**config.mk**
```make
export PLATFORM = sky130hd
export DESIGN_NAME = vrf
export DESIGN_NICKNAME = d
export VERILOG_FILES = /design/src/logic/vec_pkg.sv /design/src/logic/vrf.sv
export SDC_FILE = /design/constraint.sdc
export NUM_CORES = 2
export LEC_CHECK = 0
export BUFFER_PORTS_ARGS = -buffer_cell sky130_fd_sc_hd__buf_2
export CAP_MARGIN = 0
export CORE_ASPECT_RATIO = 1.1
export CORE_MARGIN = 2
export CORE_UTILIZATION = 55
export DETAILED_ROUTE_END_ITERATION = 6
export GPL_ROUTABILITY_DRIVEN = 0
export GPL_TIMING_DRIVEN = 1
export PLACE_DENSITY = 0.75
export SLEW_MARGIN = 25
export SYNTH_ARGS = -nofsm -noshare
export SYNTH_HDL_FRONTEND = slang
export SYNTH_SLANG_ARGS = --single-unit
```
**constraint.sdc**
```tcl
create_clock -name clk -period 2.58 [get_ports clk]
set_input_delay 0.387 -clock clk [delete_from_list [all_inputs] [get_ports clk]]
set_output_delay 0.387 -clock clk [all_outputs]
set_load 0.02 [all_outputs]
```
**src/logic/vec_pkg.sv**
```systemverilog
`default_nettype none

package vec_pkg;

  localparam int vlen         = 64;
  localparam int sew          = 16;
  localparam int num_lanes    = vlen / sew;
  localparam int num_vregs    = 32;
  localparam int xlen         = 32;
  localparam int inst_q_depth = 4;
  localparam int xrf_q_depth  = 2;

  typedef logic [$clog2(num_vregs)-1:0] vreg_idx_t;
  typedef logic [vlen-1:0]              vdata_t;
  typedef logic [num_lanes-1:0]         vstrb_t;

  typedef enum logic [2:0] {
    op_vadd,
    op_vsub,
    op_vsadd,   // Signed saturating, sets vxsat
    op_vmv_vx,  // Scalar broadcast
    op_vmv_xs   // Element 0 back to scalar side
  } vec_op_e;

  // Instruction as sent by the scalar core
  typedef struct packed {
    vec_op_e          op;
    vreg_idx_t        vd;
    vreg_idx_t        vs1;
    vreg_idx_t        vs2;
    logic [2:0]       vl;   // 0 to num_lanes
    logic [xlen-1:0]  rs1;
  } vec_inst_t;

  // Operands already read from the VRF
  typedef struct packed {
    vec_op_e          op;
    vreg_idx_t        vd;
    logic [2:0]       vl;
    vdata_t           a;       // vs2, tail lanes hold old vd
    vdata_t           b;       // vs1 or broadcast scalar
    logic [xlen-1:0]  scalar;
  } vec_uop_t;

  // Scalar result returned by vmv.x.s
  typedef logic [xlen-1:0] xrf_data_t;

endpackage

`default_nettype wire
```
**src/logic/vrf.sv**
```systemverilog
`timescale 1ns/1ps
`default_nettype none

module vrf (
  input  logic               clk,
  input  logic               rst_n,
  input  vec_pkg::vreg_idx_t rd_idx_a,
  input  vec_pkg::vreg_idx_t rd_idx_b,
  output vec_pkg::vdata_t    rd_data_a,
  output vec_pkg::vdata_t    rd_data_b,
  input  logic               wr_en,
  input  vec_pkg::vreg_idx_t wr_idx,
  input  vec_pkg::vdata_t    wr_data,
  input  vec_pkg::vstrb_t    wr_strb
);

  import vec_pkg::*;

  vdata_t regs [num_vregs];

  // Reads see the old value during the write cycle
  assign rd_data_a = regs[rd_idx_a];
  assign rd_data_b = regs[rd_idx_b];

  always_ff @(posedge clk or negedge rst_n) begin
    if (!rst_n) begin
      for (int r = 0; r < num_vregs; r++) begin
        regs[r] <= '0;
      end
    end else if (wr_en) begin
      for (int l = 0; l < num_lanes; l++) begin
        if (wr_strb[l]) regs[wr_idx][l*sew +: sew] <= wr_data[l*sew +: sew];
      end
    end
  end

endmodule

`default_nettype wire

```
==> flow_summary.toml <==
[setup_path]
crit-reg2reg-launch = "regs[522]"
cp-start-kind = "flop"
reg2reg_depth = 4
reg2reg_setup_slack_ps = 1460
crit_required_ps = 2190
cp-end-kind = "output port"
cp.arrival_ps = 2770
crit_type = "reg2out"
cp-endpoint = "rd_data_b[43]"
critPathMaxFanout = 2
r2r-end = "regs[522]"
crit_start = "regs[1195]"

[place]
post-place-ws_ps = -451
dpl_cell_area_sq_mm = 0.118
io_buffers = 213
dp_cells = 9329
dpl.hpwl_um = 206000

[yosys]
synthSimpleGateAreaFrac = 0.00838
synth_adder_area_share = 0
ys.warnings.count = 0
syn_area_sq_mm = 0.109
synth_top_family_by_area = "multiplexers"
syn_inst = 6551
yosysTopAreaCellShare = 0.472
synth-seq-cells = 2048
synth_xor_area_frac = 0
synth_compound_area_frac = 0.00882
yosysTopAreaCell = "dfrtp_1"
ys_top_cells_by_area = "dfrtp_1 (47%), mux4_2 (24%), mux2_2 (22%)"
syn_area_per_cell_sq_um = 16.6
synth_seq_area_share = 0.472
syn-num-nets = 6637
synth.area.mux_share = 0.484
synth_cell_type_count = 31

[clock_tree]
cts_tree = "done"
cts_buffers = 207
htree_num_levels = 4
cts.sinks = 2048
clk_pin_slew_ps = 60
insertion_delay_ps = 880
cts_buffer_depth = 3
cts-root-buf = "clkbuf_16"

[run_status]
status = "finished with violations"
violations = "negative setup slack"

[cells_and_area]
final_cell_mix = "dfrtp_1 (2048), mux2_2 (1958), mux4_2 (1166)"
fin_cells = 9862
largest_register_ffs = 2048
multi_input_area_sq_mm = 0.0561
fill_cells = 13200
nets = 7163
final_cell_area_sq_mm = 0.129
final_common_cell = "dfrtp_1"
final_util = 0.653
area_growth_pct = 18.4
reg_top3 = "regs (2048)"
regMostFlops = "regs"
seq_area_sq_mm = 0.0512
drive_above_1_share = 0.653

[timing]
fin_skew_ps = 0
finalCritPeriodShare = 1.22
setup_ws_ps = -576
tightest_slew_ps = 920
hold_viol_final = 0
tns_ps = -55290
max_freq_mhz = 317
maxSlewViolCount = 0
relSlewSlack = 0.385
min_period_ps = 3160
whs_ps = 135
finalSetupViolCount = 128
rsz0062_at_grt = "yes"

[routing]
first_pass_iters = 7
drc = 0
wl_um = 339000
drtIter0Drc = 6801
vias_per_cell = 6.98
vias = 68800
ant_nets = 0
wire_per_inst_um = 34.3

[floorplanning]
core_sq_mm = 0.197
io_pins = 214
die_w_um = 428
start_util = 0.551
dieArea_sq_mm = 0.201
std_cell_rows = 171
fp.dieH_um = 470

[pwr]
seqPwrFrac = 0.445
vdd_drop_max_mv = 0.629
power.density_mw_per_mm2 = 694
leakagePower_nw = 57.4
pwr-share-clk = 0.355
p_total_mw = 89.2
switchingPower_mw = 23.5
p_int_mw = 65.6
p_comb_frac = 0.199
swShare = 0.264

[global_route]
grt_util_met3 = 0.0866
grt-busiest-layer = "met2"
grt_use_met1 = 0.452
use_met2 = 0.525
grt_pass1_vias = 72600
grt_pass1_wl_um = 498000
gr-total-overflow = 0
track_usage = 0.341
antenna_found_initial = 29
grt_max_degree = 113

[min_path]
hp-class = "in2reg"

[flow_run]
maxCapViolCount = 0
[critical path: stages, from the launching register on]
cell and delay [ps]:
dfrtp_1 400, mux4_2 510, mux4_2 510, mux2_4 330, buf_6 140
[power by group through the flow]
stage          combinational (mW)  clock (mW)  sequential (mW)
3_3_place_gp                 15.5           0             39.7
3_5_place_dp                 16.0           0             40.1
2_1_floorplan                11.7           0             38.8
6_report                     17.8        31.7             39.7
5_1_grt                      18.8        33.3             40.2
4_1_cts                      17.6        32.0             39.5
[cells in the mapped netlist]
| master | count |
|---|---|
| mux2_2 | 2083 |
| dfrtp_1 | 2048 |
| mux4_2 | 1166 |
| clkbuf_1 | 384 |
| buf_2 | 201 |
| mux2_1 | 160 |
| mux2i_1 | 100 |
| nor2_1 | 74 |
| nand2_1 | 71 |
| o22ai_1 | 59 |
| buf_4 | 43 |
| a221oi_1 | 34 |
| buf_1 | 31 |
| nor2_2 | 16 |
| a221o_1 | 13 |
| o21ai_0 | 10 |
| nor2b_1 | 9 |
| a211oi_1 | 8 |
| and2_1 | 7 |
| nand2b_1 | 6 |
| a21boi_0 | 4 |
| a21oi_1 | 4 |
| or2_1 | 4 |
| and3b_1 | 3 |
| nor3_1 | 3 |
| or3b_1 | 3 |
| buf_6 | 2 |
| or2_2 | 2 |
| and3_1 | 1 |
| nor3_2 | 1 |
| or3_1 | 1 |
[worst min path at each step]
stage                            from         end  slack [ps]  cells after the start
after floorplan                 rst_n     regs[0]          90                      0
after global placement          rst_n  regs[1542]         430                      1
after detailed placement        rst_n   regs[841]         420                      1
after CTS                  wr_data[2]   regs[898]          80                      2
after global routing      wr_data[38]   regs[742]         140                      2
final                      wr_data[0]    regs[64]         140                      2
[per-layer routing]
metal	wire, um	vias up
met5	133	-
met4	19600	22
met3	32200	925
met2	160000	3578
met1	127000	37400
li1	-	26900
[cell type report]
type | instances | area share
Antenna cell | 19 | 0.000370
Clock buffer | 299 | 0.0468
Clock inverter | 81 | 0.00868
Multi-Input combinational cell | 3842 | 0.436
Sequential cell | 2048 | 0.399
Tap cell | 2595 | 0.0253
Timing Repair Buffer | 978 | 0.0839
[logic make-up after synthesis]
kind of cell	Yosys count
compound gates	132
simple gates	201
buf+inv	661
mux	3509
flops	2048
[repair_timing]
item                       CTS  global route
pin swaps                   36            16
gates resized for setup    477            42
hold buffers                 1             0
setup endpoints to repair  128           128
gates cloned                 0             1
buffers inserted           107            38
hold endpoints to repair   321             0
(Power assumes the default switching activity.)
