File: src/logic/vec_pkg.sv
`default_nettype none

package vec_pkg;

  localparam int vlen         = 64;
  localparam int sew          = 16;
  localparam int num_lanes    = vlen / sew;
  localparam int num_vregs    = 32;
  localparam int xlen         = 32;
  localparam int inst_q_depth = 4;
  localparam int xrf_q_depth  = 2;

  typedef logic [$clog2(num_vregs)-1:0] vreg_idx_t;
  typedef logic [vlen-1:0]              vdata_t;
  typedef logic [num_lanes-1:0]         vstrb_t;

  typedef enum logic [2:0] {
    op_vadd,
    op_vsub,
    op_vsadd,   // Signed saturating, sets vxsat
    op_vmv_vx,  // Scalar broadcast
    op_vmv_xs   // Element 0 back to scalar side
  } vec_op_e;

  // Instruction as sent by the scalar core
  typedef struct packed {
    vec_op_e          op;
    vreg_idx_t        vd;
    vreg_idx_t        vs1;
    vreg_idx_t        vs2;
    logic [2:0]       vl;   // 0 to num_lanes
    logic [xlen-1:0]  rs1;
  } vec_inst_t;

  // Operands already read from the VRF
  typedef struct packed {
    vec_op_e          op;
    vreg_idx_t        vd;
    logic [2:0]       vl;
    vdata_t           a;       // vs2, tail lanes hold old vd
    vdata_t           b;       // vs1 or broadcast scalar
    logic [xlen-1:0]  scalar;
  } vec_uop_t;

  // Scalar result returned by vmv.x.s
  typedef logic [xlen-1:0] xrf_data_t;

endpackage

`default_nettype wire
File: src/logic/vec_fifo.sv
`timescale 1ns/1ps
`default_nettype none

module vec_fifo #(
  parameter type payload_t = vec_pkg::vec_inst_t,
  parameter int  depth     = 4
) (
  input  logic     clk,
  input  logic     rst_n,
  input  logic     in_valid,
  input  payload_t in_data,
  output logic     in_ready,
  output logic     out_valid,
  output payload_t out_data,
  input  logic     out_ready
);

  payload_t                     mem [depth];
  logic [$clog2(depth)-1:0]     wr_ptr;
  logic [$clog2(depth)-1:0]     rd_ptr;
  logic [$clog2(depth+1)-1:0]   count;
  logic                         push;
  logic                         pop;

  assign out_valid = (count != '0);
  assign out_data  = mem[rd_ptr];
  assign in_ready  = (count != depth) || out_ready;  // Full but popping still takes a push
  assign push      = in_valid && in_ready;
  assign pop       = out_valid && out_ready;

  always_ff @(posedge clk or negedge rst_n) begin
    if (!rst_n) begin
      wr_ptr <= '0;
      rd_ptr <= '0;
      count  <= '0;
    end else begin
      if (push) wr_ptr <= wr_ptr + 1'b1;  // Power-of-two depth wraps
      if (pop)  rd_ptr <= rd_ptr + 1'b1;
      if (push && !pop)
        count <= count + 1'b1;
      else if (pop && !push)
        count <= count - 1'b1;
    end
  end

  always_ff @(posedge clk) begin
    if (push) mem[wr_ptr] <= in_data;
  end

endmodule

`default_nettype wire

File: config.mk
export PLATFORM = sky130hd
export DESIGN_NAME = vec_fifo
export DESIGN_NICKNAME = d
export VERILOG_FILES = /design/src/logic/vec_pkg.sv /design/src/logic/vec_fifo.sv
export SDC_FILE = /design/constraint.sdc
export NUM_CORES = 1
export LEC_CHECK = 0
export ABC_AREA = 1
export BUFFER_PORTS_ARGS = -buffer_cell sky130_fd_sc_hd__buf_4
export CAP_MARGIN = 5
export CORE_UTILIZATION = 55
export CTS_CLUSTER_DIAMETER = 60
export DETAILED_ROUTE_END_ITERATION = 7
export PLACE_DENSITY = 0.85
export SLEW_MARGIN = 10
export SYNTH_ARGS = -nofsm -noshare
export SYNTH_HDL_FRONTEND = slang
export SYNTH_SLANG_ARGS = --single-unit
export TNS_END_PERCENT = 5
File: constraint.sdc
create_clock -name clk -period 8.4 [get_ports clk]
set_input_delay 0.84 -clock clk [delete_from_list [all_inputs] [get_ports clk]]
set_output_delay 0.84 -clock clk [all_outputs]
set_load 0.005 [all_outputs]
==> key figures <==
Synthesis
  • Synth Register Bits: 219
  • Mapped Cells: 678
  • Syn avg cell area: 13.26 um^2
  • Ys flop type: edfxtp_1
  • Synthesis Warnings: 0
  • Number of flops mapped to enable cells by yosys: 212
  • Most common cell in the synthesized netlist: edfxtp_1
  • Synth Net Count: 741
  • Most frequent cells after synthesis: edfxtp_1, nand2_1, nor2_1, inv_1
  • Top post-synthesis cells by area: edfxtp_1, o211ai_2, nand2_1
  • Post-synth top area cell: edfxtp_1
  • Async set-reset flop share out of synthesis: 0.03196
  • Syn Std Cell Area: 8989 um^2
  • Top-area cell type share of the netlist area: 0.7082
  • Yosys cell types: 18
  • Seq/Total Area, Yosys: 0.7277

Finish
  • Final Core Density: 0.6645
  • Non-filler cells, final: 1,015
  • Antenna cells: 0
  • Layout Nets: 847
  • Design area: 10,590 um^2
  • Share of cells above drive strength 1: 0.2528
  • Area Growth Syn to Fin: 17.86%

GRT
  • Remaining global-route overflow: 0
  • GR Util All Layers: 0.1981
  • Largest net degree at the start of global routing: 97
  • Global-route wire length before repair: 25,600 um
  • Initial antenna violation count: 0
  • Vias in the first global route: 5,022

Timing
  • Worst Tran Pin Value: 1.129 ns
  • Setup TNS: 0 ns
  • RSZ-0062 raised after global routing: no
  • Max_slew headroom: 0.2470
  • Max Freq: 229.8 MHz
  • Crit path time final: 4.351 ns
  • Clk_skew: 0.01197 ns
  • Final setup fails: 0
  • Hold Vio Cnt, Final: 0
  • Final period util: 0.5179
  • Max Slew Vio Count: 0

Critical path
  • Worst-path fanout max: 96
  • Arrival @ worst endpoint: 3.51 ns
  • Critical path launch point: rd_ptr[0]$_DFFE_PN0P_
  • CP Class: flop to output pin
  • Reg-to-reg startpoint: count[2]$_DFFE_PN0P_
  • Critical path startpoint category: flop
  • Critical path capture point type: output pin
  • CP Data Required Time: 7.56 ns

Power
  • Leak pwr: 4.150 nW
  • Power Density: 344.4 nW/um^2
  • Peak VDD IR: 217.8 uV

Route
  • Routed wire length: 16,430 um
  • DRT antenna net count: 0
  • DR vias/cell: 5.116
  • Residual DRC: 0
  • Drt initial violations: 349
  • Pre-antenna DRT Iters: 4
  • Routed length per instance: 16.18 um
  • Via Count: 5,193

Place
  • GPL Wtd Cong: 0.7505
  • Placed cell count: 976
  • PortBufs: 111
  • Cell Area, Placed: 9928 um^2
  • Dpl hpwl: 9334 um

Floorplan
  • Ports: 112
  • Initial Utilization: 0.5638
  • Height of the chip: 129.8 um
  • Core area: 15,940 um^2
  • Die ar.: 16,860 um^2
  • Row count: 46
  • Die width: 129.8 um

Clocking
  • Clock slew at reported path FFs: 0.06 ns
  • CTS buffer count: 22
  • TritonCTS clock tree: yes
  • Hold-fix buffers, CTS: 0
  • H-tree Lvls: 1
  • Postcts setup bufs: 0
  • Worst skew pair latency: 0.49 ns
  • Clk root buf: clkbuf_16
  • CTS max path bufs: 3
  • CTS resizes: 0
  • CTS Sinks: 219

Outcome
  • Status: completed

Min path
  • Min-delay worst type: input port to async pin

Run
  • Max cap viols: 0
-- worst max-delay path, stage by stage, from the launching register on --
cell	delay, ns
dfrtp_2	0.78
inv_6	0.61
buf_4	0.97
nor2_1	0.11
nor2_1	0.13
o21ai_0	0.11
nand2_1	0.12
buf_4	0.11
-- metal layers --
| metal | part of all wire | global-route usage | up-vias |
|---|---|---|---|
| met3 | 0.045 | 0.03157 | 27 |
| met5 | 0 | 0 | - |
| met1 | 0.42 | 0.2548 | 2498 |
| met4 | 0.018 | 0.05677 | 0 |
| li1 | - | - | 2549 |
| met2 | 0.51 | 0.3495 | 119 |
-- through the flow --
step / power (mW) / setup WS, ns / hold slack [ns]
3_5_place_dp: 2.785 / 4.560 / 0.4758
4_1_cts: 3.692 / 4.010 / 0.1368
3_3_place_gp: 2.745 / 4.602 / 0.4539
5_1_grt: 3.872 / 3.708 / 0.1415
6_report: 3.649 / 4.049 / 0.1515
2_1_floorplan: 2.316 / 4.566 / 0.4417
-- kinds of logic after synthesis --
logic type,synth area share
AO/OA/AOI/OAI,0.1033
AND/OR/NAND/NOR,0.1036
buffers and inverters,0.05526
flip-flops,0.7277
adder cells (fa/ha/maj),0.009187
XOR/XNOR,0.0009746
-- report_power, final --
group	switching, mW	internal (mW)	total [mW]
registers	0.133	1.42	1.55
clock network	0.373	0.532	0.904
logic	0.696	0.500	1.20
-- sequential cells by signal, indices dropped and copies added (netlist names) --
register,count
mem,212
count,3
rd_ptr,2
wr_ptr,2
-- placed cells by master (no fill, tap or decap), types with 4 or more instances in the layout --
| master | synthesis | routed |
|---|---|---|
| inv_1 | 65 | 65 |
| buf_4 | 3 | 117 |
| clkinv_1 | 0 | 5 |
| nand3_1 | 4 | 4 |
| clkbuf_1 | 9 | 9 |
| o21ai_0 | 53 | 53 |
| ha_1 | 5 | 5 |
| nor2_4 | 0 | 4 |
| dfrtp_1 | 7 | 5 |
| edfxtp_1 | 212 | 212 |
| nand2_1 | 127 | 127 |
| nor2_1 | 112 | 108 |
| o211ai_2 | 53 | 53 |
| clkbuf_16 | 0 | 23 |
-- cell type report --
| type | count | area [um^2] |
|---|---|---|
| timing repair buffer | 117 | 878.3 |
| inverter | 66 | 252.7 |
| tap | 216 | 270.3 |
| sequential | 219 | 6546 |
| clock buffer | 32 | 609.3 |
| multi-input combinational | 358 | 1981 |
| clock inverter | 7 | 56.30 |
| fill | 1161 | 5349 |
-- final timing paths --
check                           cells after the start  slack [ns]                    end
worst max-delay path                                7        4.05            out_data[5]
worst min-delay path                                1        0.15  rd_ptr[1]$_DFFE_PN0P_
max in group asynchronous                           1        8.11  rd_ptr[1]$_DFFE_PN0P_
min in group clk                                    2        0.48   count[2]$_DFFE_PN0P_
worst max register to register                      6        5.86    mem[0][7]$_DFFE_PP_
worst min register to register                      2        0.48   count[2]$_DFFE_PN0P_
Note: power is estimated with default switching activity, not from simulation.
