--- src/logic/vec_pkg.sv ---
`default_nettype none

package vec_pkg;

  localparam int vlen         = 64;
  localparam int sew          = 16;
  localparam int num_lanes    = vlen / sew;
  localparam int num_vregs    = 32;
  localparam int xlen         = 32;
  localparam int inst_q_depth = 4;
  localparam int xrf_q_depth  = 2;

  typedef logic [$clog2(num_vregs)-1:0] vreg_idx_t;
  typedef logic [vlen-1:0]              vdata_t;
  typedef logic [num_lanes-1:0]         vstrb_t;

  typedef enum logic [2:0] {
    op_vadd,
    op_vsub,
    op_vsadd,   // Signed saturating, sets vxsat
    op_vmv_vx,  // Scalar broadcast
    op_vmv_xs   // Element 0 back to scalar side
  } vec_op_e;

  // Instruction as sent by the scalar core
  typedef struct packed {
    vec_op_e          op;
    vreg_idx_t        vd;
    vreg_idx_t        vs1;
    vreg_idx_t        vs2;
    logic [2:0]       vl;   // 0 to num_lanes
    logic [xlen-1:0]  rs1;
  } vec_inst_t;

  // Operands already read from the VRF
  typedef struct packed {
    vec_op_e          op;
    vreg_idx_t        vd;
    logic [2:0]       vl;
    vdata_t           a;       // vs2, tail lanes hold old vd
    vdata_t           b;       // vs1 or broadcast scalar
    logic [xlen-1:0]  scalar;
  } vec_uop_t;

  // Scalar result returned by vmv.x.s
  typedef logic [xlen-1:0] xrf_data_t;

endpackage

`default_nettype wire
--- src/logic/retire_unit.sv ---
`timescale 1ns/1ps
`default_nettype none

module retire_unit (
  input  logic                clk,
  input  logic                rst_n,
  input  logic                e_valid,
  input  vec_pkg::vreg_idx_t  e_vd,
  input  vec_pkg::vdata_t     e_result,
  input  vec_pkg::vstrb_t     e_strb,
  input  logic                e_sat,
  input  logic                e_xs,
  input  logic                e_writes,
  output logic                e_ready,
  output logic                wr_en,
  output vec_pkg::vreg_idx_t  wr_idx,
  output vec_pkg::vdata_t     wr_data,
  output vec_pkg::vstrb_t     wr_strb,
  output logic                rt_valid,
  output vec_pkg::vreg_idx_t  rt_index,
  output vec_pkg::vdata_t     rt_data,
  output vec_pkg::vstrb_t     rt_strobe,
  output logic                vxsat_set,
  output logic                xq_valid,
  output vec_pkg::xrf_data_t  xq_data,
  input  logic                xq_ready
);

  import vec_pkg::*;

  logic xq_take;

  // VRF write straight from the execute register
  assign wr_en   = e_valid && e_writes;
  assign wr_idx  = e_vd;
  assign wr_data = e_result;
  assign wr_strb = e_strb;

  // Only a scalar result can stall retire
  assign e_ready = !(e_valid && e_xs && xq_valid && !xq_ready);
  assign xq_take = e_valid && e_xs && e_ready;

  always_ff @(posedge clk or negedge rst_n) begin
    if (!rst_n) begin
      rt_valid  <= 1'b0;
      vxsat_set <= 1'b0;
      xq_valid  <= 1'b0;
    end else begin
      rt_valid  <= wr_en;
      vxsat_set <= wr_en && e_sat;
      if (xq_take)
        xq_valid <= 1'b1;
      else if (xq_ready)
        xq_valid <= 1'b0;
    end
  end

  always_ff @(posedge clk) begin
    if (wr_en) begin
      rt_index  <= e_vd;
      rt_data   <= e_result;
      rt_strobe <= e_strb;
    end
    if (xq_take) xq_data <= {{(xlen-sew){e_result[sew-1]}}, e_result[sew-1:0]};  // Sign-extend
  end

endmodule

`default_nettype wire

--- config.mk ---
export PLATFORM = sky130hd
export DESIGN_NAME = retire_unit
export DESIGN_NICKNAME = d
export VERILOG_FILES = /design/src/logic/vec_pkg.sv /design/src/logic/retire_unit.sv
export SDC_FILE = /design/constraint.sdc
export NUM_CORES = 1
export LEC_CHECK = 0
export ABC_AREA = 1
export BUFFER_PORTS_ARGS = -buffer_cell sky130_fd_sc_hd__buf_4
export CAP_MARGIN = 10
export CORE_AREA = 2 2 102 104
export DETAILED_ROUTE_END_ITERATION = 7
export DIE_AREA = 0 0 104 106
export PLACE_DENSITY = 0.72
export SYNTH_ARGS = -nofsm -noshare
export SYNTH_HDL_FRONTEND = slang
export SYNTH_SLANG_ARGS = --single-unit
--- constraint.sdc ---
create_clock -name clk -period 2.4 [get_ports clk]
set_clock_uncertainty 0.05 [all_clocks]
set_input_delay 0.24 -clock clk [delete_from_list [all_inputs] [get_ports clk]]
set_output_delay 0.24 -clock clk [all_outputs]
set_load 0.005 [all_outputs]
==> results.toml, run 1 <==
[power_and_ir_drop]
power_mw = 3.49
clkPwrFrac_pct = 30.4
p_sw_share_pct = 22.5
combPwrFrac_pct = 15.1
irDropWorstVdd_uv = 332
p_int_mw = 2.71
cellPowerDensity_nw_per_um2 = 615
switchingPower_mw = 0.787
share_seq_of_total_power_pct = 54.5
p_leak_nw = 2.49

[final_layout]
layout_common_cells = "263 x buf_4, 89 x edfxtp_1, 50 x dlygate4sd3_1"
utilization_pct = 56.8
fillers = 758
synthToLayoutAreaGrowth_pct = 64.2
instances_no_fill = 569
layout.nets = 508
diodes = 0
layout-drive-gt1-share_pct = 65.4
final_common_cell = "buf_4"

[clock_network]
htreeDepth = 3
numCtsBuffers = 9
clkTransAtPathRegs_ns = 0.09
cts_tree = "yes"
cts-root-buf = "clkbuf_8"
insertion_delay_ns = 0.35
cts_setup_buffers = 0
clk_path_buf_depth = 2
cts_resized = 0
clkSinkCount = 92

[yosys]
synth_nets = 271
synth_seq_cells = 92
synth_seq_area_share_pct = 79.4
ys_types = 8
synthCells = 191
syn_area_um2 = 3460
yosys_warnings = 0
synth_area_per_cell_um2 = 18.1

[setup_path]
worstSetupEndpointType = "output pin"
r2r-end = "xq_data[2]"
crit_path_end = "xq_data[18]"
crit_buf_inv = 1
cp.required_ns = 2.11
path_cells = "buf_4"
crit_cells = 1
r2r_cells = 2
r2r_start = "xq_valid"
path_class = "reg2out"
r2r_slack_ns = 1.22
cp_top_family = "flip-flops"
crit_fanout = 17
critPathLaunch = "xq_data[15]"
critical-path-slowest-cell = "edfxtp_1"
max_stage_delay_ns = 0.63
crit_arrival_ns = 1.17
start_kind = "flip-flop"

[place]
port_buffers = 262
place_inst = 503
hpwl_mm = 6.11
gp_congestion = 0.762

[route]
wl_per_cell_um = 15.8
first_pass_iters = 4
drt_iter0_drc = 109
routed_wl_mm = 9.02
drc = 0
via_per_inst = 4.10
vias = 2335
drtAntennaViolNets = 0

[global_routing]
grt_max_degree = 37
antenna_found_initial = 0
grt_pass1_wl_mm = 12.6
overflow = 0
first_global_vias = 2354
grt_usage_pct = 15.2

[sta]
fmax_mhz = 683
grt_setup_unrepaired = "false"
fin_crit_ns = 1.46
fin_hold_ws_ns = 0.0255
fin_crit_sh_pct = 61.0
slew_headroom_pct = 70.3
worstMarginPinSlew_ns = 0.445
slew_viol_final = 0
setup-violations-final = 0
hold_viol = 0
fin_tns_setup_ns = 0

[floorplan]
core_area_um2 = 10000
initial_core_util_pct = 34.6
die_area_um2 = 11000
die_y_um = 106
io_pins = 263
rows = 37
die_w_um = 104

[worst_hold_path]
min_path_type = "in2reg"

[job]
max-cap-violations = 0

[run_status]
outcome = "finished, final reports clean"
-- power by group through the flow --
stage | clock network [mW] | registers, mW | logic [mW]
floorplan | 0 | 1.95 | 0.140
detailed placement | 0 | 1.94 | 0.460
global route | 1.16 | 1.91 | 0.562
finish | 1.06 | 1.90 | 0.527
CTS | 1.10 | 1.91 | 0.505
global placement | 0 | 1.94 | 0.453
-- logic make-up (layout without fill, tap and decap cells) --
logic type	count (synthesis)	count (layout)	synth area share, %
simple gates	6	6	0.723
buf+inv	92	334	19.6
compound gates	1	1	0.253
flops	92	92	79.4
-- metal layers --
metal	part of all wire (%)	GRT usage, %
met1	35	15.9
met2	53	26.7
met4	1.8	6.27
met5	0	0
met3	11	6.44
-- cells in the mapped netlist --
cell / number / area (µm²)
dfrtp_1: 3 / 75.1
inv_1: 3 / 11.3
a21oi_2: 1 / 8.76
edfxtp_1: 89 / 2670
buf_4: 89 / 668
nor2_1: 1 / 3.75
nand2_1: 4 / 15.0
nand4_1: 1 / 6.26
-- worst min-delay path by stage --
stage	slack, ns	endpoint	startpoint	depth (start not counted)
after CTS	0.0002	rt_data[21]	e_result[21]	1
after floorplan	-0.11	rt_valid	rst_n	0
final	0.03	rt_data[61]	e_result[61]	1
after global placement	-0.02	vxsat_set	rst_n	1
after global routing	0.0004	rt_data[41]	e_result[41]	1
after detailed placement	-0.02	vxsat_set	rst_n	1
-- cell type report --
type / instances / area, µm² / area share (%)
flip-flops and latches: 92 / 2750 / 48.4
repair buffers: 315 / 2510 / 44.3
well taps: 136 / 170 / 2.99
clock buffers: 9 / 124 / 2.18
clock inverters: 7 / 80.1 / 1.41
multi-input cells: 7 / 33.8 / 0.595
inverters: 3 / 11.3 / 0.198
-- sequential cells by signal (all words and copies together), names as in the netlist --
register and cells:
xq_valid 1, rt_index 5, rt_data 64, vxsat_set 1, rt_valid 1, rt_strobe 4
xq_data 16
-- metrics by stage --
step                setup WS, ns  cell area (µm²)
finish                     0.936             5680
CTS                        0.896             5520
detailed placement          1.09             4980
global route               0.822             5680
floorplan                  0.165             3460
global placement            1.10             4980
-- what timing repair did --
action / in CTS / in global routing
endpoints found under the setup margin: 0 / 0
hold buffers: 34 / 16
endpoints found under the hold margin: 36 / 16
(Power assumes the default switching activity.)
==> run 2: changes to the inputs <==
--- a/config.mk
+++ b/config.mk
@@ -5,7 +5,7 @@
 export SDC_FILE = /design/constraint.sdc
 export NUM_CORES = 1
 export LEC_CHECK = 0
-export ABC_AREA = 1
+export ABC_AREA = 0
 export BUFFER_PORTS_ARGS = -buffer_cell sky130_fd_sc_hd__buf_4
 export CAP_MARGIN = 10
 export CORE_AREA = 2 2 102 104
==> constraint.sdc (replaced) <==
create_clock -name clk -period 1.53 [get_ports clk]
set_clock_uncertainty 0.05 [all_clocks]
set_input_delay 0.153 -clock clk [delete_from_list [all_inputs] [get_ports clk]]
set_output_delay 0.153 -clock clk [all_outputs]
set_load 0.005 [all_outputs]
==> run 2 against run 1 <==
  * Cell count grew 4.2%
  * Worst setup slack lost 0.81 ns
  * Flip-flop and latch count is the same
  * Global-route usage grew 1.9 points
==> results.toml, run 2 <==
[route]
drtAntennaViolNets = 0
routed_wl_mm = 9.61
drt_iter0_drc = 91
wl_per_cell_um = 16.2
drc = 0
first_pass_iters = 4
vias = 2451
via_per_inst = 4.13

[setup_path]
cp_top_family = "flip-flops"
r2r-end = "xq_valid"
r2r_slack_ns = 0.15
critical-path-slowest-cell = "edfxtp_1"
crit_fanout = 17
path_cells = "buf_4"
cp.required_ns = 1.33
critPathLaunch = "xq_data[15]"
start_kind = "flip-flop"
crit_arrival_ns = 1.20
crit_cells = 1
max_stage_delay_ns = 0.66
crit_buf_inv = 1
r2r_start = "xq_valid"
path_class = "reg2out"
worstSetupEndpointType = "output pin"
r2r_cells = 3
crit_path_end = "xq_data[29]"

[sta]
slew_headroom_pct = 67.6
slew_viol_final = 0
fin_crit_ns = 1.40
fin_crit_sh_pct = 91.7
grt_setup_unrepaired = "false"
fmax_mhz = 713
fin_tns_setup_ns = 0
setup-violations-final = 0
worstMarginPinSlew_ns = 0.485
hold_viol = 0
fin_hold_ws_ns = 0.0976

[final_layout]
fillers = 737
synthToLayoutAreaGrowth_pct = 71.9
ff_latch_area_um2 = 2750
reg_top3 = "rt_data x64, xq_data x16, rt_index x5"
top_register = "rt_data"
final_common_cell = "buf_4"
diodes = 0
layout-drive-gt1-share_pct = 61.7
layout_common_cells = "263 x buf_4, 89 x edfxtp_1, 78 x dlygate4sd3_1"
multi_input_comb_area_um2 = 51.3
utilization_pct = 59.5
layout.nets = 533
instances_no_fill = 593
largest_reg_flops = 64

[yosys]
synthCells = 188
synthTopCellsByCount = "89 x buf_4, 89 x edfxtp_1, 3 x dfrtp_1"
yosys_warnings = 0
synth_flop_cell = "edfxtp_1"
synth_seq_cells = 92
yosysTopAreaCell = "edfxtp_1"
synth_area_per_cell_um2 = 18.4
synth_nets = 268
netlist_top_cells_area = "edfxtp_1 77%, buf_4 19%, dfrtp_1 2.2%, nor2b_4 0.40%, a21o_1 0.22%"
syn_area_um2 = 3460
ys_types = 10
synth_edf_count = 89
synth_seq_area_share_pct = 79.4
synthArstFlopShare_pct = 3.26
synth_top_area_share_pct = 77.2

[floorplan]
die_area_um2 = 11000
initial_core_util_pct = 34.6
io_pins = 263
die_y_um = 106
core_area_um2 = 10000
die_w_um = 104
rows = 37

[global_routing]
overflow = 0
grt_pass1_wl_mm = 14.2
grt_max_degree = 45
antenna_found_initial = 0
grt_usage_pct = 17.1
first_global_vias = 2672

[clock_network]
htreeDepth = 3
cts_tree = "yes"
cts-root-buf = "clkbuf_8"
clkTransAtPathRegs_ns = 0.09
clk_path_buf_depth = 2
insertion_delay_ns = 0.35
clkSinkCount = 92
numCtsBuffers = 9

[place]
place_inst = 500
gp_congestion = 0.713
hpwl_mm = 6.36
port_buffers = 262

[power_and_ir_drop]
p_sw_share_pct = 21.9
p_leak_nw = 2.61
share_seq_of_total_power_pct = 54.6
clkPwrFrac_pct = 29.1
combPwrFrac_pct = 16.3
p_int_mw = 4.28
cellPowerDensity_nw_per_um2 = 920
irDropWorstVdd_uv = 542
switchingPower_mw = 1.20

[job]
max-cap-violations = 0

[run_status]
outcome = "finished, final reports clean"

[worst_hold_path]
min_path_type = "in2async"
[run 2: cell types whose count changed after synthesis, sizes merged]
| cell | previous run | this run |
|---|---|---|
| inv | 3 | 0 |
| nand2 | 4 | 1 |
| a21o | 0 | 1 |
| a21oi | 1 | 0 |
| and2 | 0 | 1 |
| and3 | 0 | 1 |
| nand3 | 0 | 1 |
| nand4 | 1 | 0 |
| nor2b | 0 | 1 |
[run 2: timing repair]
item	in CTS	in global routing
endpoints found under the hold margin	94	0
setup buffers	0	0
hold buffers	78	0
resized for setup	0	0
[run 2: layer usage]
metal / part of all wire, % / wire [µm] / track usage (%)
met5: 0 / 0 / 0
met4: 2.5 / 242 / 9.07
met3: 11 / 1020 / 6.44
met2: 52 / 5040 / 30.6
met1: 34 / 3310 / 17.2
[run 2: worst min-delay path by stage]
stage / from / to / slack (ns) / cells after the start
detailed placement: rst_n / xq_valid / -0.11 / 1
global route: rst_n / vxsat_set / 0.07 / 2
global placement: rst_n / xq_valid / -0.11 / 1
floorplan: rst_n / rt_valid / -0.19 / 0
finish: rst_n / vxsat_set / 0.1 / 2
CTS: rst_n / xq_valid / 0.04 / 2
[run 2: layout make-up]
cell class              count  share of cell area (%)
repair buffers            343                    47.0
multi-input cells           7                   0.862
well taps                 136                    2.86
clock buffers              10                    2.14
clock inverters             5                    1.01
flip-flops and latches     92                    46.2
[run 2: logic make-up after synthesis]
logic type,count (synthesis),synth area share [%]
flip-flops,92,79.4
buffers and inverters,89,19.3
AND/OR/NAND/NOR,6,1.12
AO/OA/AOI/OAI,1,0.217
[run 2: power groups by stage]
| stage | clock (mW) | sequential [mW] | combinational, mW |
|---|---|---|---|
| after global placement | 0 | 3.04 | 0.719 |
| after global routing | 1.73 | 3.00 | 0.951 |
| after CTS | 1.63 | 2.99 | 0.891 |
| after detailed placement | 0 | 3.04 | 0.730 |
| after floorplan | 0 | 3.06 | 0.224 |
| final | 1.59 | 2.99 | 0.894 |
[run 2: stage by stage]
| stage | setup slack [ns] | instance area (µm²) | power (mW) |
|---|---|---|---|
| after global routing | 0.00473 | 5950 | 5.69 |
| after detailed placement | 0.335 | 4980 | 3.78 |
| final | 0.127 | 5950 | 5.47 |
| after floorplan | 0.157 | 3470 | 3.28 |
| after CTS | 0.0880 | 5950 | 5.51 |
| after global placement | 0.359 | 4980 | 3.76 |
==> run 3: changes to the inputs <==
--- a/config.mk
+++ b/config.mk
@@ -11,7 +11,9 @@
 export CORE_AREA = 2 2 102 104
 export DETAILED_ROUTE_END_ITERATION = 7
 export DIE_AREA = 0 0 104 106
+export HOLD_SLACK_MARGIN = 0.12
 export PLACE_DENSITY = 0.72
 export SYNTH_ARGS = -nofsm -noshare
 export SYNTH_HDL_FRONTEND = slang
 export SYNTH_SLANG_ARGS = --single-unit
+export TNS_END_PERCENT = 20
==> constraint.sdc (replaced) <==
create_clock -name clk -period 1.34 [get_ports clk]
set_clock_uncertainty 0.05 [all_clocks]
set_input_delay 0.134 -clock clk [delete_from_list [all_inputs] [get_ports clk]]
set_output_delay 0.134 -clock clk [all_outputs]
set_load 0.005 [all_outputs]
==> run 3 against run 2 <==
  * Cell area increased by 1.8%
  * Flip-flop and latch count unchanged
  * Critical path depth increased by 3
  * Clock power increased by 18%
  * Combinational power increased by 19%
  * Count of clock-buffer cells in the layout decreased by 1
  * Worst setup slack got worse by 0.078 ns
  * First-iteration DRC count decreased by 21%
  * Wire length increased by 2.2%
  * Sequential share of layout area decreased by 0.81 points
  * Power increased by 16%
  * Global-route usage increased by 0.44 points
==> results.toml, run 3 (synthesis results as in run 2) <==
[run_status]
outcome = "finished, final reports clean"

[sta]
worstMarginPinSlew_ns = 0.153
setup_slack_ns = 0.0487
fmax_mhz = 774
grt_setup_unrepaired = "true"
fin_crit_sh_pct = 96.4
slew_viol_final = 0
hold_viol = 0
setup-violations-final = 0
fin_crit_ns = 1.29
slew_headroom_pct = 89.8

[place]
gp_congestion = 0.713
hpwl_mm = 6.48
dp_slack_ns = 0.190
postPlaceCellArea_um2 = 5020
port_buffers = 262

[clock_network]
insertion_delay_ns = 0.35
cts_hold_buf = 79
cts-root-buf = "clkbuf_8"
clkTransAtPathRegs_ns = 0.09
numCtsBuffers = 9
htreeDepth = 3
cts_tree = "yes"
clk_path_buf_depth = 2
clkSinkCount = 92

[route]
via_per_inst = 4.10
drt_iter0_drc = 72
wl_per_cell_um = 16.4
drc = 0
drtAntennaViolNets = 0
first_pass_iters = 4
vias = 2459
routed_wl_mm = 9.82

[final_layout]
diodes = 0
layout_common_cells = "264 x buf_4, 89 x edfxtp_1, 79 x dlygate4sd3_1"
fillers = 734
final_common_cell = "buf_4"
layout.nets = 539
synthToLayoutAreaGrowth_pct = 75.0
largest_reg_flops = 64
top_register = "rt_data"
layout-drive-gt1-share_pct = 62.3
reg_top3 = "rt_data x64, xq_data x16, rt_index x5"
finalInstanceArea_um2 = 6060

[floorplan]
core_area_um2 = 10000
die_area_um2 = 11000
initial_core_util_pct = 34.6
die_w_um = 104
io_pins = 263
die_y_um = 106
rows = 37

[setup_path]
worstSetupEndpointType = "flip-flop"
crit_arrival_ns = 1.30
path_class = "reg2reg"
cp.required_ns = 1.35
start_kind = "flip-flop"
r2r_start = "xq_valid"
crit_fanout = 16
critPathLaunch = "xq_valid"

[worst_hold_path]
min_path_type = "in2reg"
hp-start = "xq_ready"

[global_routing]
first_global_vias = 2688
overflow = 0
grt_usage_pct = 17.5
grt_pass1_wl_mm = 14.6
grt_max_degree = 28
antenna_found_initial = 0

[power_and_ir_drop]
p_leak_nw = 2.66
power_mw = 6.34
irDropWorstVdd_uv = 692
cellPowerDensity_nw_per_um2 = 1050

[job]
max-cap-violations = 0
run 3: cell count changes in the layout (fill, tap and decap cells not counted), sizes merged:
cell         change
buf              +5
clkbuf           -1
clkinv           +4
clkinvlp         -1
dlygate4sd3      +1
inv              -1
run 3: layer usage:
metal	up-vias	routed length, µm	share of wire (%)	track usage (%)
met2	164	5250	53	32.4
li1	1116	-	-	-
met3	13	973	9.9	6.32
met4	0	199	2.0	8.20
met1	1166	3390	35	17.4
met5	-	0	0	0
run 3: area by class of cell:
type | count | area [µm²] | share of cell area (%)
Clock buffer | 9 | 124 | 2.04
Clock inverter | 7 | 76.3 | 1.26
Multi-Input combinational cell | 7 | 56.3 | 0.929
Sequential cell | 92 | 2750 | 45.4
Tap cell | 136 | 170 | 2.81
Timing Repair Buffer | 349 | 2880 | 47.6
run 3: final timing paths:
check	endpoint	cells past startpoint	slack, ns
max	xq_data[13]	4	0.05
min	xq_valid	3	0.05
max reg2reg	xq_data[13]	4	0.05
min reg2reg	xq_valid	2	0.60
max in group asynchronous	rt_valid	3	0.46
min in group asynchronous	vxsat_set	3	0.64
run 3: timing repair:
action,in CTS,in global routing
setup buffers,2,2
setup endpoints to repair,17,17
pin swaps,0,1
endpoints found under the hold margin,95,1
resized for setup,0,2
run 3: power breakdown:
| part | leakage, nW | switching, mW | internal (mW) |
|---|---|---|---|
| combinational | 1.68 | 0.371 | 0.689 |
| clock | 0.103 | 0.998 | 0.876 |
| sequential | 0.873 | 0.0540 | 3.35 |
run 3: worst max-delay path, cell delays in order, from the launching register on:
cell     delay [ns]
dfrtp_1        0.39
nor2b_4        0.14
buf_4          0.13
nor2_2         0.12
buf_12         0.17
run 3: metrics by stage:
step / hold WS [ns] / setup TNS [ns] / std cells / util (%)
2_1_floorplan: -0.212 / -0.523 / 188 / -
3_3_place_gp: -0.126 / 0 / 501 / 50.2
3_5_place_dp: -0.125 / 0 / 501 / 50.2
4_1_cts: 0.00616 / 0 / 598 / 60.3
5_1_grt: 0.0238 / -0.128 / 600 / 60.6
6_report: 0.0471 / 0 / 600 / 60.6
