$ cat src/logic/vec_pkg.sv
`default_nettype none

package vec_pkg;

  localparam int vlen         = 64;
  localparam int sew          = 16;
  localparam int num_lanes    = vlen / sew;
  localparam int num_vregs    = 32;
  localparam int xlen         = 32;
  localparam int inst_q_depth = 4;
  localparam int xrf_q_depth  = 2;

  typedef logic [$clog2(num_vregs)-1:0] vreg_idx_t;
  typedef logic [vlen-1:0]              vdata_t;
  typedef logic [num_lanes-1:0]         vstrb_t;

  typedef enum logic [2:0] {
    op_vadd,
    op_vsub,
    op_vsadd,   // Signed saturating, sets vxsat
    op_vmv_vx,  // Scalar broadcast
    op_vmv_xs   // Element 0 back to scalar side
  } vec_op_e;

  // Instruction as sent by the scalar core
  typedef struct packed {
    vec_op_e          op;
    vreg_idx_t        vd;
    vreg_idx_t        vs1;
    vreg_idx_t        vs2;
    logic [2:0]       vl;   // 0 to num_lanes
    logic [xlen-1:0]  rs1;
  } vec_inst_t;

  // Operands already read from the VRF
  typedef struct packed {
    vec_op_e          op;
    vreg_idx_t        vd;
    logic [2:0]       vl;
    vdata_t           a;       // vs2, tail lanes hold old vd
    vdata_t           b;       // vs1 or broadcast scalar
    logic [xlen-1:0]  scalar;
  } vec_uop_t;

  // Scalar result returned by vmv.x.s
  typedef logic [xlen-1:0] xrf_data_t;

endpackage

`default_nettype wire
$ cat src/logic/uop_decode.sv
`timescale 1ns/1ps
`default_nettype none

module uop_decode (
  input  logic               clk,
  input  logic               rst_n,
  input  logic               q_valid,
  input  vec_pkg::vec_inst_t q_inst,
  output logic               q_ready,
  output vec_pkg::vreg_idx_t rd_idx_a,
  output vec_pkg::vreg_idx_t rd_idx_b,
  input  vec_pkg::vdata_t    rd_data_a,
  input  vec_pkg::vdata_t    rd_data_b,
  output logic               d_valid,
  output vec_pkg::vec_uop_t  d_uop,
  input  logic               d_ready,
  input  logic               e_valid,
  input  vec_pkg::vreg_idx_t e_vd,
  input  logic               e_writes
);

  import vec_pkg::*;

  logic   vv_op;
  logic   writes;
  logic   need_tail;
  logic   tail_ok;
  logic   hazard;
  logic   fetch;
  logic   issue;
  vdata_t tail_buf;
  vdata_t a_val;
  vdata_t b_val;

  // Destination still in flight in decode or execute
  function automatic logic busy(vreg_idx_t idx);
    busy = (d_valid && d_uop.op != op_vmv_xs && d_uop.vd == idx) ||
           (e_valid && e_writes && e_vd == idx);
  endfunction

  assign vv_op  = q_inst.op inside {op_vadd, op_vsub, op_vsadd};
  assign writes = (q_inst.op != op_vmv_xs);
  // Tail lanes need old vd, which the two ports cannot supply alongside vs1 and vs2
  assign need_tail = vv_op && (q_inst.vl < num_lanes) && (q_inst.vd != q_inst.vs2);

  always_comb begin
    hazard = (vv_op && (busy(q_inst.vs1) || busy(q_inst.vs2))) ||
             (!writes && busy(q_inst.vs2)) ||
             (writes && busy(q_inst.vd));     // Old vd is a source too
  end

  assign fetch   = q_valid && !hazard && need_tail && !tail_ok;
  assign issue   = q_valid && !hazard && (!need_tail || tail_ok) && (!d_valid || d_ready);
  assign q_ready = issue;

  assign rd_idx_a = q_inst.vs1;
  assign rd_idx_b = (q_inst.op == op_vmv_vx || (need_tail && !tail_ok)) ? q_inst.vd
                                                                         : q_inst.vs2;

  always_comb begin
    a_val = rd_data_b;
    for (int l = 0; l < num_lanes; l++) begin
      if (tail_ok && 3'(l) >= q_inst.vl) a_val[l*sew +: sew] = tail_buf[l*sew +: sew];
    end
  end

  assign b_val = (q_inst.op == op_vmv_vx) ? {num_lanes{q_inst.rs1[sew-1:0]}} : rd_data_a;

  always_ff @(posedge clk or negedge rst_n) begin
    if (!rst_n) begin
      tail_ok <= 1'b0;
      d_valid <= 1'b0;
    end else begin
      if (fetch)
        tail_ok <= 1'b1;
      else if (issue)
        tail_ok <= 1'b0;
      if (!d_valid || d_ready) d_valid <= issue;
    end
  end

  always_ff @(posedge clk) begin
    if (fetch) tail_buf <= rd_data_b;
    if (issue) begin
      d_uop.op     <= q_inst.op;
      d_uop.vd     <= q_inst.vd;
      d_uop.vl     <= q_inst.vl;
      d_uop.a      <= a_val;
      d_uop.b      <= b_val;
      d_uop.scalar <= q_inst.rs1;
    end
  end

endmodule

`default_nettype wire

$ cat config.mk
export PLATFORM = sky130hd
export DESIGN_NAME = uop_decode
export DESIGN_NICKNAME = d
export VERILOG_FILES = /design/src/logic/vec_pkg.sv /design/src/logic/uop_decode.sv
export SDC_FILE = /design/constraint.sdc
export NUM_CORES = 1
export LEC_CHECK = 0
export ABC_AREA = 0
export BUFFER_PORTS_ARGS = -buffer_cell sky130_fd_sc_hd__buf_2
export CORE_ASPECT_RATIO = 0.75
export CORE_MARGIN = 2
export CORE_UTILIZATION = 50
export CTS_CLUSTER_DIAMETER = 120
export DETAILED_ROUTE_END_ITERATION = 8
export GPL_TIMING_DRIVEN = 0
export PLACE_DENSITY = 0.86
export SLEW_MARGIN = 20
export SYNTH_ARGS = -nofsm -noshare
export SYNTH_HDL_FRONTEND = slang
export SYNTH_SLANG_ARGS = --single-unit
$ cat constraint.sdc
create_clock -name clk -period 30.3 [get_ports clk]
set_clock_uncertainty 0.05 [all_clocks]
set_input_delay 6.06 -clock clk [delete_from_list [all_inputs] [get_ports clk]]
set_output_delay 6.06 -clock clk [all_outputs]
set_load 0.01 [all_outputs]
==> results of run 1 <==
power groups by stage:
stage | Combinational [mW] | Sequential, mW | Clock [mW]
4_1_cts | 0.0941 | 0.396 | 0.301
6_report | 0.0934 | 0.396 | 0.298
3_5_place_dp | 0.0931 | 0.402 | 0
2_1_floorplan | 0.0311 | 0.417 | 0
5_1_grt | 0.101 | 0.398 | 0.313
3_3_place_gp | 0.0837 | 0.408 | 0
through the flow:
step	setup WS, ns	hold WS, ns
floorplan	10.78	0.451
global placement	6.86	0.455
detailed placement	15.63	0.471
CTS	15.62	0.489
global route	15.48	0.507
finish	15.63	0.484
cell families (layout without fill, tap and decap cells):
group / count (synthesis) / count (layout)
compound gates: 11 / 11
xor+xnor: 35 / 35
simple gates: 173 / 173
other cells: 0 / 3
buf+inv: 21 / 451
flops: 237 / 237
mux: 69 / 69
routing by layer:
layer | global-route usage | vias to the layer above | part of all wire
li1 | - | 2840 | -
met1 | 0.294 | 2975 | 0.37
met2 | 0.439 | 332 | 0.52
met5 | 0 | - | 0
met4 | 0.0631 | 0 | 0.020
met3 | 0.0690 | 38 | 0.091
layout by cell type, fill, tap and decap left out, types with 7 or more instances in the layout:
| cell type | Yosys | layout |
|---|---|---|
| sky130_fd_sc_hd__xnor2_1 | 24 | 24 |
| sky130_fd_sc_hd__edfxtp_1 | 235 | 235 |
| sky130_fd_sc_hd__nand2_1 | 147 | 147 |
| sky130_fd_sc_hd__buf_2 | 3 | 377 |
| sky130_fd_sc_hd__buf_4 | 7 | 7 |
| sky130_fd_sc_hd__mux2_2 | 22 | 22 |
| sky130_fd_sc_hd__buf_8 | 0 | 9 |
| sky130_fd_sc_hd__mux2_1 | 45 | 45 |
| sky130_fd_sc_hd__xor2_1 | 11 | 11 |
| sky130_fd_sc_hd__clkbuf_1 | 5 | 7 |
| sky130_fd_sc_hd__clkbuf_16 | 0 | 23 |
worst max path at each step:
stage	from	end	slack, ns	cells after the start
6_report	q_inst[47]	q_ready	15.63	11
5_1_grt	q_inst[48]	q_ready	15.48	11
4_1_cts	q_inst[47]	q_ready	15.62	11
3_5_place_dp	q_inst[47]	q_ready	15.63	11
3_3_place_gp	q_inst[46]	q_ready	6.86	7
2_1_floorplan	q_inst[39]	q_ready	10.78	5
state kept, by name (all words and copies together) (netlist names):
| register | flops |
|---|---|
| d_uop | 171 |
| tail_buf | 64 |
| tail_ok | 1 |
| d_valid | 1 |
layout make-up:
class / instances / area [sq um]
plain buffers: 19 / 109
multi-input cells: 288 / 1930
diodes: 3 / 7.51
inverters: 2 / 7.51
clock buffers: 25 / 583
fillers: 1226 / 5410
repair buffers: 388 / 2100
clock inverters: 17 / 209
well taps: 242 / 303
flip-flops and latches: 237 / 7110
worst max-delay path: stages:
cell and delay, ns:
sky130_fd_sc_hd__buf_2 0.14, sky130_fd_sc_hd__xnor2_1 0.16, sky130_fd_sc_hd__nand3_1 0.15, sky130_fd_sc_hd__o31ai_4 0.45, sky130_fd_sc_hd__inv_1 0.15, sky130_fd_sc_hd__nor3_4 0.51
sky130_fd_sc_hd__buf_8 0.23, sky130_fd_sc_hd__buf_8 0.17, sky130_fd_sc_hd__buf_8 0.20, sky130_fd_sc_hd__buf_16 0.17, sky130_fd_sc_hd__buf_2 0.15
==> results.toml, run 1 <==
[pwr]
power.net_switching_mw = 0.182
pwr-share-seq = 0.503
power.density_cell_area_mw_per_mm2 = 63.7
switching_share = 0.232
worst_ir_drop_on_vdd_uv = 44.9
power_frac_clock = 0.378
power.share.combinational = 0.119
leakage_nw = 5.24
total_power_mw = 0.787
p_int_mw = 0.605

[sta]
min_tclk_post_route_ns = 14.67
number_of_endpoints_with_negative_hold_slack_in_the_final_report = 0
max_slew_margin = 0.486
fmax_ghz = 0.0681
timing.final.crit_share = 0.484
slew_violations = 0
grt_setup_unrepaired = "false"
worst-slew-pin-transition_ns = 0.771
finalSetupViolCount = 0
fin_setup_tns_ns = 0

[yosys]
synth_largest_area_cell = "sky130_fd_sc_hd__edfxtp_1"
ys_types = 38
synth.avg_cell_area_sq_um = 16.7
synth-simple-area-share = 0.0798
synth-seq-area-share = 0.777
synthesis.instances = 546
synthesis_stage_register_bit_count = 237
syn-num-nets = 738
syn-cell-area_sq_mm = 0.00914
synth_top_area_share = 0.772
synth-edff-count = 235
synthXorXnorAreaFrac = 0.0335
complex_gate_fraction_of_the_synthesized_area = 0.0109
postSynth.topFlopCell = "sky130_fd_sc_hd__edfxtp_1"
synth_fa_ha_area_frac = 0
async_flop_share = 0.00844
most_common_cell_in_the_netlist = "sky130_fd_sc_hd__edfxtp_1"
synthMuxAreaShare = 0.0858
yosys_warnings = 0
ys_top_cells_by_count = "235 x sky130_fd_sc_hd__edfxtp_1, 147 x sky130_fd_sc_hd__nand2_1, 45 x sky130_fd_sc_hd__mux2_1"
synth_area_leaders = "sky130_fd_sc_hd__edfxtp_1 77%, sky130_fd_sc_hd__nand2_1 6.0%, sky130_fd_sc_hd__mux2_1 5.5%"
synth_top_family_by_area = "multiplexers"

[floorplanning]
rows = 42
placeableCoreArea_sq_mm = 0.0178
initial_utilization = 0.515
io-pin-count = 375
fp.dieArea_sq_mm = 0.0194
die_w_microns = 160
fp.dieH_microns = 121

[job]
cap_violations = 0

[critical_path]
regToRegStartpoint = "d_uop[169]"
worst_endpoint_required_time_ns = 24.19
crit_path_end_kind = "primary output"
worstRegToRegCells = 10
crit_path_max_fanout = 18
worst_reg_to_reg_setup_slack_ns = 26.87
path_class = "in -> out"
critPathArrivalTime_ns = 8.56
rr_endpoint = "d_uop[92]"
critPathLaunchType = "primary input"

[route]
postRouteAntennaNets = 0
wirelength_mm = 24.1
drt_pass1_iterations = 5
detail_route.drc_violations = 0
routedWlPerCell_microns = 19.7
detailedRoute.firstIterationViolations = 475
post_drt_via_cell_ratio = 5.07
routed-via-count = 6185

[clock_network]
tritoncts = "done"
worst_skew_pair.late_latency_ns = 0.51
cts_htree_levels = 1
cts.hold.buffers_added = 0
cts.sinks = 237
clock_tree.buffer_depth = 3
cts.root.buffer_cell = "sky130_fd_sc_hd__clkbuf_16"
number_of_buffers_created_by_cts = 23
clk_pin_slew_ns = 0.06
postCtsResizedCells = 0
cts_post_setup_buffers_inserted = 0

[final_layout]
stdcell_count = 1221
finish.net_count = 1151
final_area_sq_mm = 0.0124
final_util = 0.696
area_growth_pct = 35.1
drive_gt1_frac = 0.481

[min_path]
type_of_the_tightest_min_delay_check = "reg -> reg"
hold_path_startpoint = "tail_buf[47]"
min_to = "d_uop[143]"
number_of_stages_on_the_worst_hold_path = 1

[placement]
post-place-cells = 1176
finalWeightedCongestion = 0.854
portBuffers = 374
place.detailed.hpwl_mm = 17.9
dpl-instance-area_sq_mm = 0.0116

[global_route]
maximum_number_of_pins_on_one_net_before_global_route_repair = 27
wire_length_of_the_first_global_routing_pass_mm = 35.8
gr-usage-all-layers = 0.245
via_count_of_the_first_global_routing_pass = 6410
grt_overflow = 0
antenna_found_initial = 3

[status]
outcome = "finished, final reports clean"
Note: power is estimated with default switching activity, not from simulation.
==> inputs of run 2 (changes only) <==
--- a/config.mk
+++ b/config.mk
@@ -9,11 +9,11 @@
 export BUFFER_PORTS_ARGS = -buffer_cell sky130_fd_sc_hd__buf_2
 export CORE_ASPECT_RATIO = 0.75
 export CORE_MARGIN = 2
-export CORE_UTILIZATION = 50
+export CORE_UTILIZATION = 43
 export CTS_CLUSTER_DIAMETER = 120
 export DETAILED_ROUTE_END_ITERATION = 8
 export GPL_TIMING_DRIVEN = 0
-export PLACE_DENSITY = 0.86
+export PLACE_DENSITY = 0.78
 export SLEW_MARGIN = 20
 export SYNTH_ARGS = -nofsm -noshare
 export SYNTH_HDL_FRONTEND = slang
==> constraint.sdc (replaced) <==
create_clock -name clk -period 12.5 [get_ports clk]
set_clock_uncertainty 0.05 [all_clocks]
set_input_delay 2.5 -clock clk [delete_from_list [all_inputs] [get_ports clk]]
set_output_delay 2.5 -clock clk [all_outputs]
set_load 0.01 [all_outputs]
==> run 2 against run 1 <==
Effect of this change:
- global-route usage fell by 5.7 points
- first-iteration DRC count is 16% lower
- via count decreased by 3.2%
- critical path type unchanged
- clock-buffer cell count is 2 higher
- clock power up 130%
- critical path depth unchanged
- largest cell class unchanged
- core utilization is 11 points lower
- cell area up 0.27%
- non-clock buffer count up 1
- power up 140%
- highest routed layer unchanged
- sequential share of layout area is 0.16 points lower
==> results.toml, run 2 (synthesis results as in run 1) <==
[job]
cap_violations = 0

[clock_network]
tritoncts = "done"
cts.hold.buffers_added = 0
number_of_buffers_created_by_cts = 24
worst_skew_pair.late_latency_ns = 0.52
postCtsResizedCells = 0
clock_tree.buffer_depth = 3
cts_post_setup_buffers_inserted = 0
cts.root.buffer_cell = "sky130_fd_sc_hd__clkbuf_16"
cts.sinks = 237
cts_htree_levels = 1
clk_pin_slew_ns = 0.06

[final_layout]
final_area_sq_mm = 0.0124
drive_gt1_frac = 0.477
final_util = 0.590
registers.top_by_ff_count = "d_uop"
mostFrequentLayoutCell = "sky130_fd_sc_hd__buf_2"
finish.net_count = 1153
largest_reg_flops = 171
final_cell_mix = "377 x sky130_fd_sc_hd__buf_2, 235 x sky130_fd_sc_hd__edfxtp_1, 147 x sky130_fd_sc_hd__nand2_1"
top_registers = "d_uop: 171 flops, tail_buf: 64 flops"
area_growth_pct = 35.5

[global_route]
via_count_of_the_first_global_routing_pass = 5962
grt_overflow = 0
gr-usage-all-layers = 0.187
wire_length_of_the_first_global_routing_pass_mm = 32.1
maximum_number_of_pins_on_one_net_before_global_route_repair = 24
antenna_found_initial = 4

[route]
drt_pass1_iterations = 6
post_drt_via_cell_ratio = 4.71
postRouteAntennaNets = 0
routedWlPerCell_microns = 17.5
routed-via-count = 5984
detail_route.drc_violations = 0
detailedRoute.firstIterationViolations = 397
wirelength_mm = 22.2

[critical_path]
critPathLaunchType = "primary input"
critPathArrivalTime_ns = 4.86
worstRegToRegCells = 9
crit_path_end_kind = "primary output"
path_class = "in -> out"
worst_endpoint_required_time_ns = 9.95
worst_reg_to_reg_setup_slack_ns = 9.18
rr_endpoint = "d_uop[136]"
regToRegStartpoint = "d_uop[169]"
crit_path_max_fanout = 16

[sta]
finalSetupViolCount = 0
grt_setup_unrepaired = "false"
timing.final.crit_share = 0.593
fin_setup_tns_ns = 0
slew_violations = 0
number_of_endpoints_with_negative_hold_slack_in_the_final_report = 0
fin_hold_ws_ns = 0.478
max_slew_margin = 0.449
fmax_ghz = 0.135
min_tclk_post_route_ns = 7.41
worst-slew-pin-transition_ns = 0.823

[pwr]
worst_ir_drop_on_vdd_uv = 119
power.density_cell_area_mw_per_mm2 = 149
switching_share = 0.235
power_frac_clock = 0.362
leakage_nw = 5.22
pwr-share-seq = 0.517
power.share.combinational = 0.120
p_int_mw = 1.42
power.net_switching_mw = 0.435

[floorplanning]
io-pin-count = 375
fp.dieArea_sq_mm = 0.0225
rows = 46
fp.dieH_microns = 130
die_w_microns = 172
initial_utilization = 0.435
placeableCoreArea_sq_mm = 0.0210

[placement]
portBuffers = 374
finalWeightedCongestion = 0.837
place.detailed.hpwl_mm = 16.8
dpl-instance-area_sq_mm = 0.0116

[status]
outcome = "finished, final reports clean"

[min_path]
type_of_the_tightest_min_delay_check = "reg -> reg"
hold_path_startpoint = "tail_buf[42]"
number_of_stages_on_the_worst_hold_path = 1
min_to = "d_uop[138]"
## run 2: cell types whose count changed in the layout (fill, tap and decap cells not counted), moves of 2 or more
cell / before / now
sky130_fd_sc_hd__bufinv_16: 4 / 1
sky130_fd_sc_hd__buf_8: 9 / 12
sky130_fd_sc_hd__buf_6: 3 / 1
sky130_fd_sc_hd__clkinv_1: 4 / 8
sky130_fd_sc_hd__clkinv_4: 2 / 0
## run 2: stage by stage
stage | instances | total power, mW | setup slack, ns
after global routing | 1268 | 1.92 | 4.95
after global placement | 1208 | 1.19 | -3.91
after CTS | 1267 | 1.87 | 5.08
after detailed placement | 1223 | 1.20 | 5.08
after floorplan | 546 | 1.09 | 0.0960
final | 1271 | 1.85 | 5.09
## run 2: area by class of cell
class,instances,area [sq um]
diodes,4,10.0
plain buffers,19,109
clock buffers,27,612
clock inverters,17,124
fillers,1621,8620
inverters,2,7.51
multi-input cells,288,1930
flip-flops and latches,237,7110
well taps,288,360
repair buffers,389,2130
## run 2: worst max path at each step
stage               start       to  slack [ns]  depth (start not counted)
5_1_grt        q_inst[46]  q_ready        4.95                         10
6_report       q_inst[48]  q_ready        5.09                         11
3_3_place_gp   q_inst[46]  q_ready       -3.91                          7
4_1_cts        q_inst[47]  q_ready        5.08                         10
2_1_floorplan  q_inst[39]  q_ready         0.1                          5
3_5_place_dp   q_inst[46]  q_ready        5.08                         10
## run 2: power by group through the flow
stage | Combinational (mW) | Sequential (mW) | Clock, mW
floorplan | 0.0754 | 1.01 | 0
global placement | 0.203 | 0.990 | 0
detailed placement | 0.225 | 0.974 | 0
CTS | 0.226 | 0.958 | 0.687
global route | 0.244 | 0.962 | 0.717
finish | 0.223 | 0.957 | 0.671
## run 2: metal layers
layer,part of all wire,GRT usage,up-vias
met5,0,0,-
met4,0.019,0.0440,0
met1,0.39,0.225,2824
met2,0.49,0.322,289
met3,0.11,0.0713,26
li1,-,-,2845
## run 2: critical path: stages
cell and delay, ns:
sky130_fd_sc_hd__buf_2 0.14, sky130_fd_sc_hd__xnor2_1 0.13, sky130_fd_sc_hd__nand4_1 0.12, sky130_fd_sc_hd__nor3_1 0.09, sky130_fd_sc_hd__o32ai_2 0.35, sky130_fd_sc_hd__nand3b_2 0.23, sky130_fd_sc_hd__nor3_4 0.53, sky130_fd_sc_hd__buf_8 0.23
sky130_fd_sc_hd__buf_8 0.18, sky130_fd_sc_hd__buf_8 0.19, sky130_fd_sc_hd__buf_2 0.15
==> inputs of run 3 (changes only) <==
==> constraint.sdc (replaced) <==
create_clock -name clk -period 6.1 [get_ports clk]
set_clock_uncertainty 0.05 [all_clocks]
set_input_delay 1.22 -clock clk [delete_from_list [all_inputs] [get_ports clk]]
set_output_delay 1.22 -clock clk [all_outputs]
set_load 0.01 [all_outputs]
==> run 3 against run 2 <==
Effect of this change:
- sequential share of layout area rose by 0.20 points
- largest power group unchanged
- clock-buffer cell count is 1 lower
- cell count decreased by 0.71%
==> results.toml, run 3 (synthesis results as in run 1) <==
[pwr]
power.density_cell_area_mw_per_mm2 = 311
worst_ir_drop_on_vdd_uv = 279
total_power_mw = 3.84
leakage_nw = 5.21

[global_route]
grt-busiest-layer = "met2"
grt_use_met1 = 0.236
via_count_of_the_first_global_routing_pass = 6020
gr-usage-all-layers = 0.190
maximum_number_of_pins_on_one_net_before_global_route_repair = 26
grt.met3_usage = 0.0670
grt_overflow = 0
grt_use_met2 = 0.323
antenna_found_initial = 2
wire_length_of_the_first_global_routing_pass_mm = 32.5

[clock_network]
number_of_buffers_created_by_cts = 23
cts_htree_levels = 1
tritoncts = "done"
cts.root.buffer_cell = "sky130_fd_sc_hd__clkbuf_16"
cts_post_setup_buffers_inserted = 0
clock_tree.buffer_depth = 3
postCtsResizedCells = 0
clk_pin_slew_ns = 0.06
worst_skew_pair.late_latency_ns = 0.52
cts.hold.buffers_added = 0
cts.sinks = 237

[final_layout]
finish.net_count = 1150
largest_reg_flops = 171
fillerInstances = 1676
top_registers = "d_uop: 171 flops, tail_buf: 64 flops"
area_growth_pct = 35.0
registers.top_by_ff_count = "d_uop"
drive_gt1_frac = 0.478
mostFrequentLayoutCell = "sky130_fd_sc_hd__buf_2"
final_cell_mix = "377 x sky130_fd_sc_hd__buf_2, 235 x sky130_fd_sc_hd__edfxtp_1, 147 x sky130_fd_sc_hd__nand2_1"

[route]
detail_route.drc_violations = 0
drt_pass1_iterations = 7
postRouteAntennaNets = 0
routed-via-count = 6020
routedWlPerCell_microns = 18.0
detailedRoute.firstIterationViolations = 342
post_drt_via_cell_ratio = 4.77
wirelength_mm = 22.7

[sta]
fin_setup_tns_ns = 0
max_slew_margin = 0.380
number_of_endpoints_with_negative_hold_slack_in_the_final_report = 0
timing.final.ws_setup_ns = 1.24
min_tclk_post_route_ns = 4.86
slew_violations = 0
finalSetupViolCount = 0
grt_setup_unrepaired = "false"
worst-slew-pin-transition_ns = 0.926
timing.final.crit_share = 0.796
fmax_ghz = 0.206

[placement]
dp_slack_ns = 1.24
place.detailed.hpwl_mm = 17.1
finalWeightedCongestion = 0.803
portBuffers = 374

[critical_path]
crit_path_end_kind = "primary output"
path_class = "in -> out"
worstRegToRegCells = 9
critPathArrivalTime_ns = 3.59
critPathLaunchType = "primary input"
worst_endpoint_required_time_ns = 4.83
crit_path_max_fanout = 15

[status]
outcome = "finished, final reports clean"

[floorplanning]
rows = 46
fp.dieH_microns = 130
die_w_microns = 172
initial_utilization = 0.435
io-pin-count = 375
fp.dieArea_sq_mm = 0.0225
placeableCoreArea_sq_mm = 0.0210

[min_path]
type_of_the_tightest_min_delay_check = "in -> async"

[job]
cap_violations = 0
run 3: per-stage QoR:
step | instance area (sq um) | instances | hold WS, ns | utilization
floorplan | 9160 | 546 | 0.451 | -
global placement | 11400 | 1208 | 0.455 | 0.542
detailed placement | 11600 | 1221 | 0.463 | 0.552
CTS | 12300 | 1260 | 0.414 | 0.588
global route | 12300 | 1260 | 0.416 | 0.588
finish | 12300 | 1262 | 0.429 | 0.588
run 3: power breakdown:
part	internal [mW]	leakage, nW	switching, mW
registers	1.93	2.23	0.0296
logic	0.195	2.62	0.259
clock network	0.821	0.360	0.599
run 3: cell type report:
cell class	instances	area, sq um	area share
plain buffers	19	109	0.00882
multi-input cells	288	1940	0.157
clock buffers	26	587	0.0475
flip-flops and latches	237	7110	0.576
repair buffers	387	2070	0.168
diodes	2	5.00	0.000405
well taps	288	360	0.0292
clock inverters	13	156	0.0127
inverters	2	7.51	0.000608
run 3: worst paths after layout:
kind / start / endpoint / slack [ns]
max in group asynchronous: rst_n / tail_ok / 5.47
min: rst_n / d_valid / 0.43
min reg2reg: tail_buf[45] / d_uop[141] / 0.48
max: q_inst[47] / q_ready / 1.24
max reg2reg: d_uop[169] / d_uop[28] / 2.64
min in group clk: tail_buf[45] / d_uop[141] / 0.48
run 3: critical path, stage by stage:
cell	delay [ns]
sky130_fd_sc_hd__buf_2	0.14
sky130_fd_sc_hd__xnor2_1	0.14
sky130_fd_sc_hd__nand4_1	0.12
sky130_fd_sc_hd__nor3_1	0.09
sky130_fd_sc_hd__o32ai_2	0.39
sky130_fd_sc_hd__nand3b_4	0.16
sky130_fd_sc_hd__nor3_4	0.74
sky130_fd_sc_hd__buf_8	0.27
sky130_fd_sc_hd__buf_8	0.18
sky130_fd_sc_hd__buf_2	0.15
run 3: layer usage:
metal  share of wire  wire, microns  vias up
met1            0.40           8960     2876
met3           0.097           2210       30
met5         0.00057             13        -
met2            0.49          11100      282
li1                -              -     2830
met4           0.018            399        2
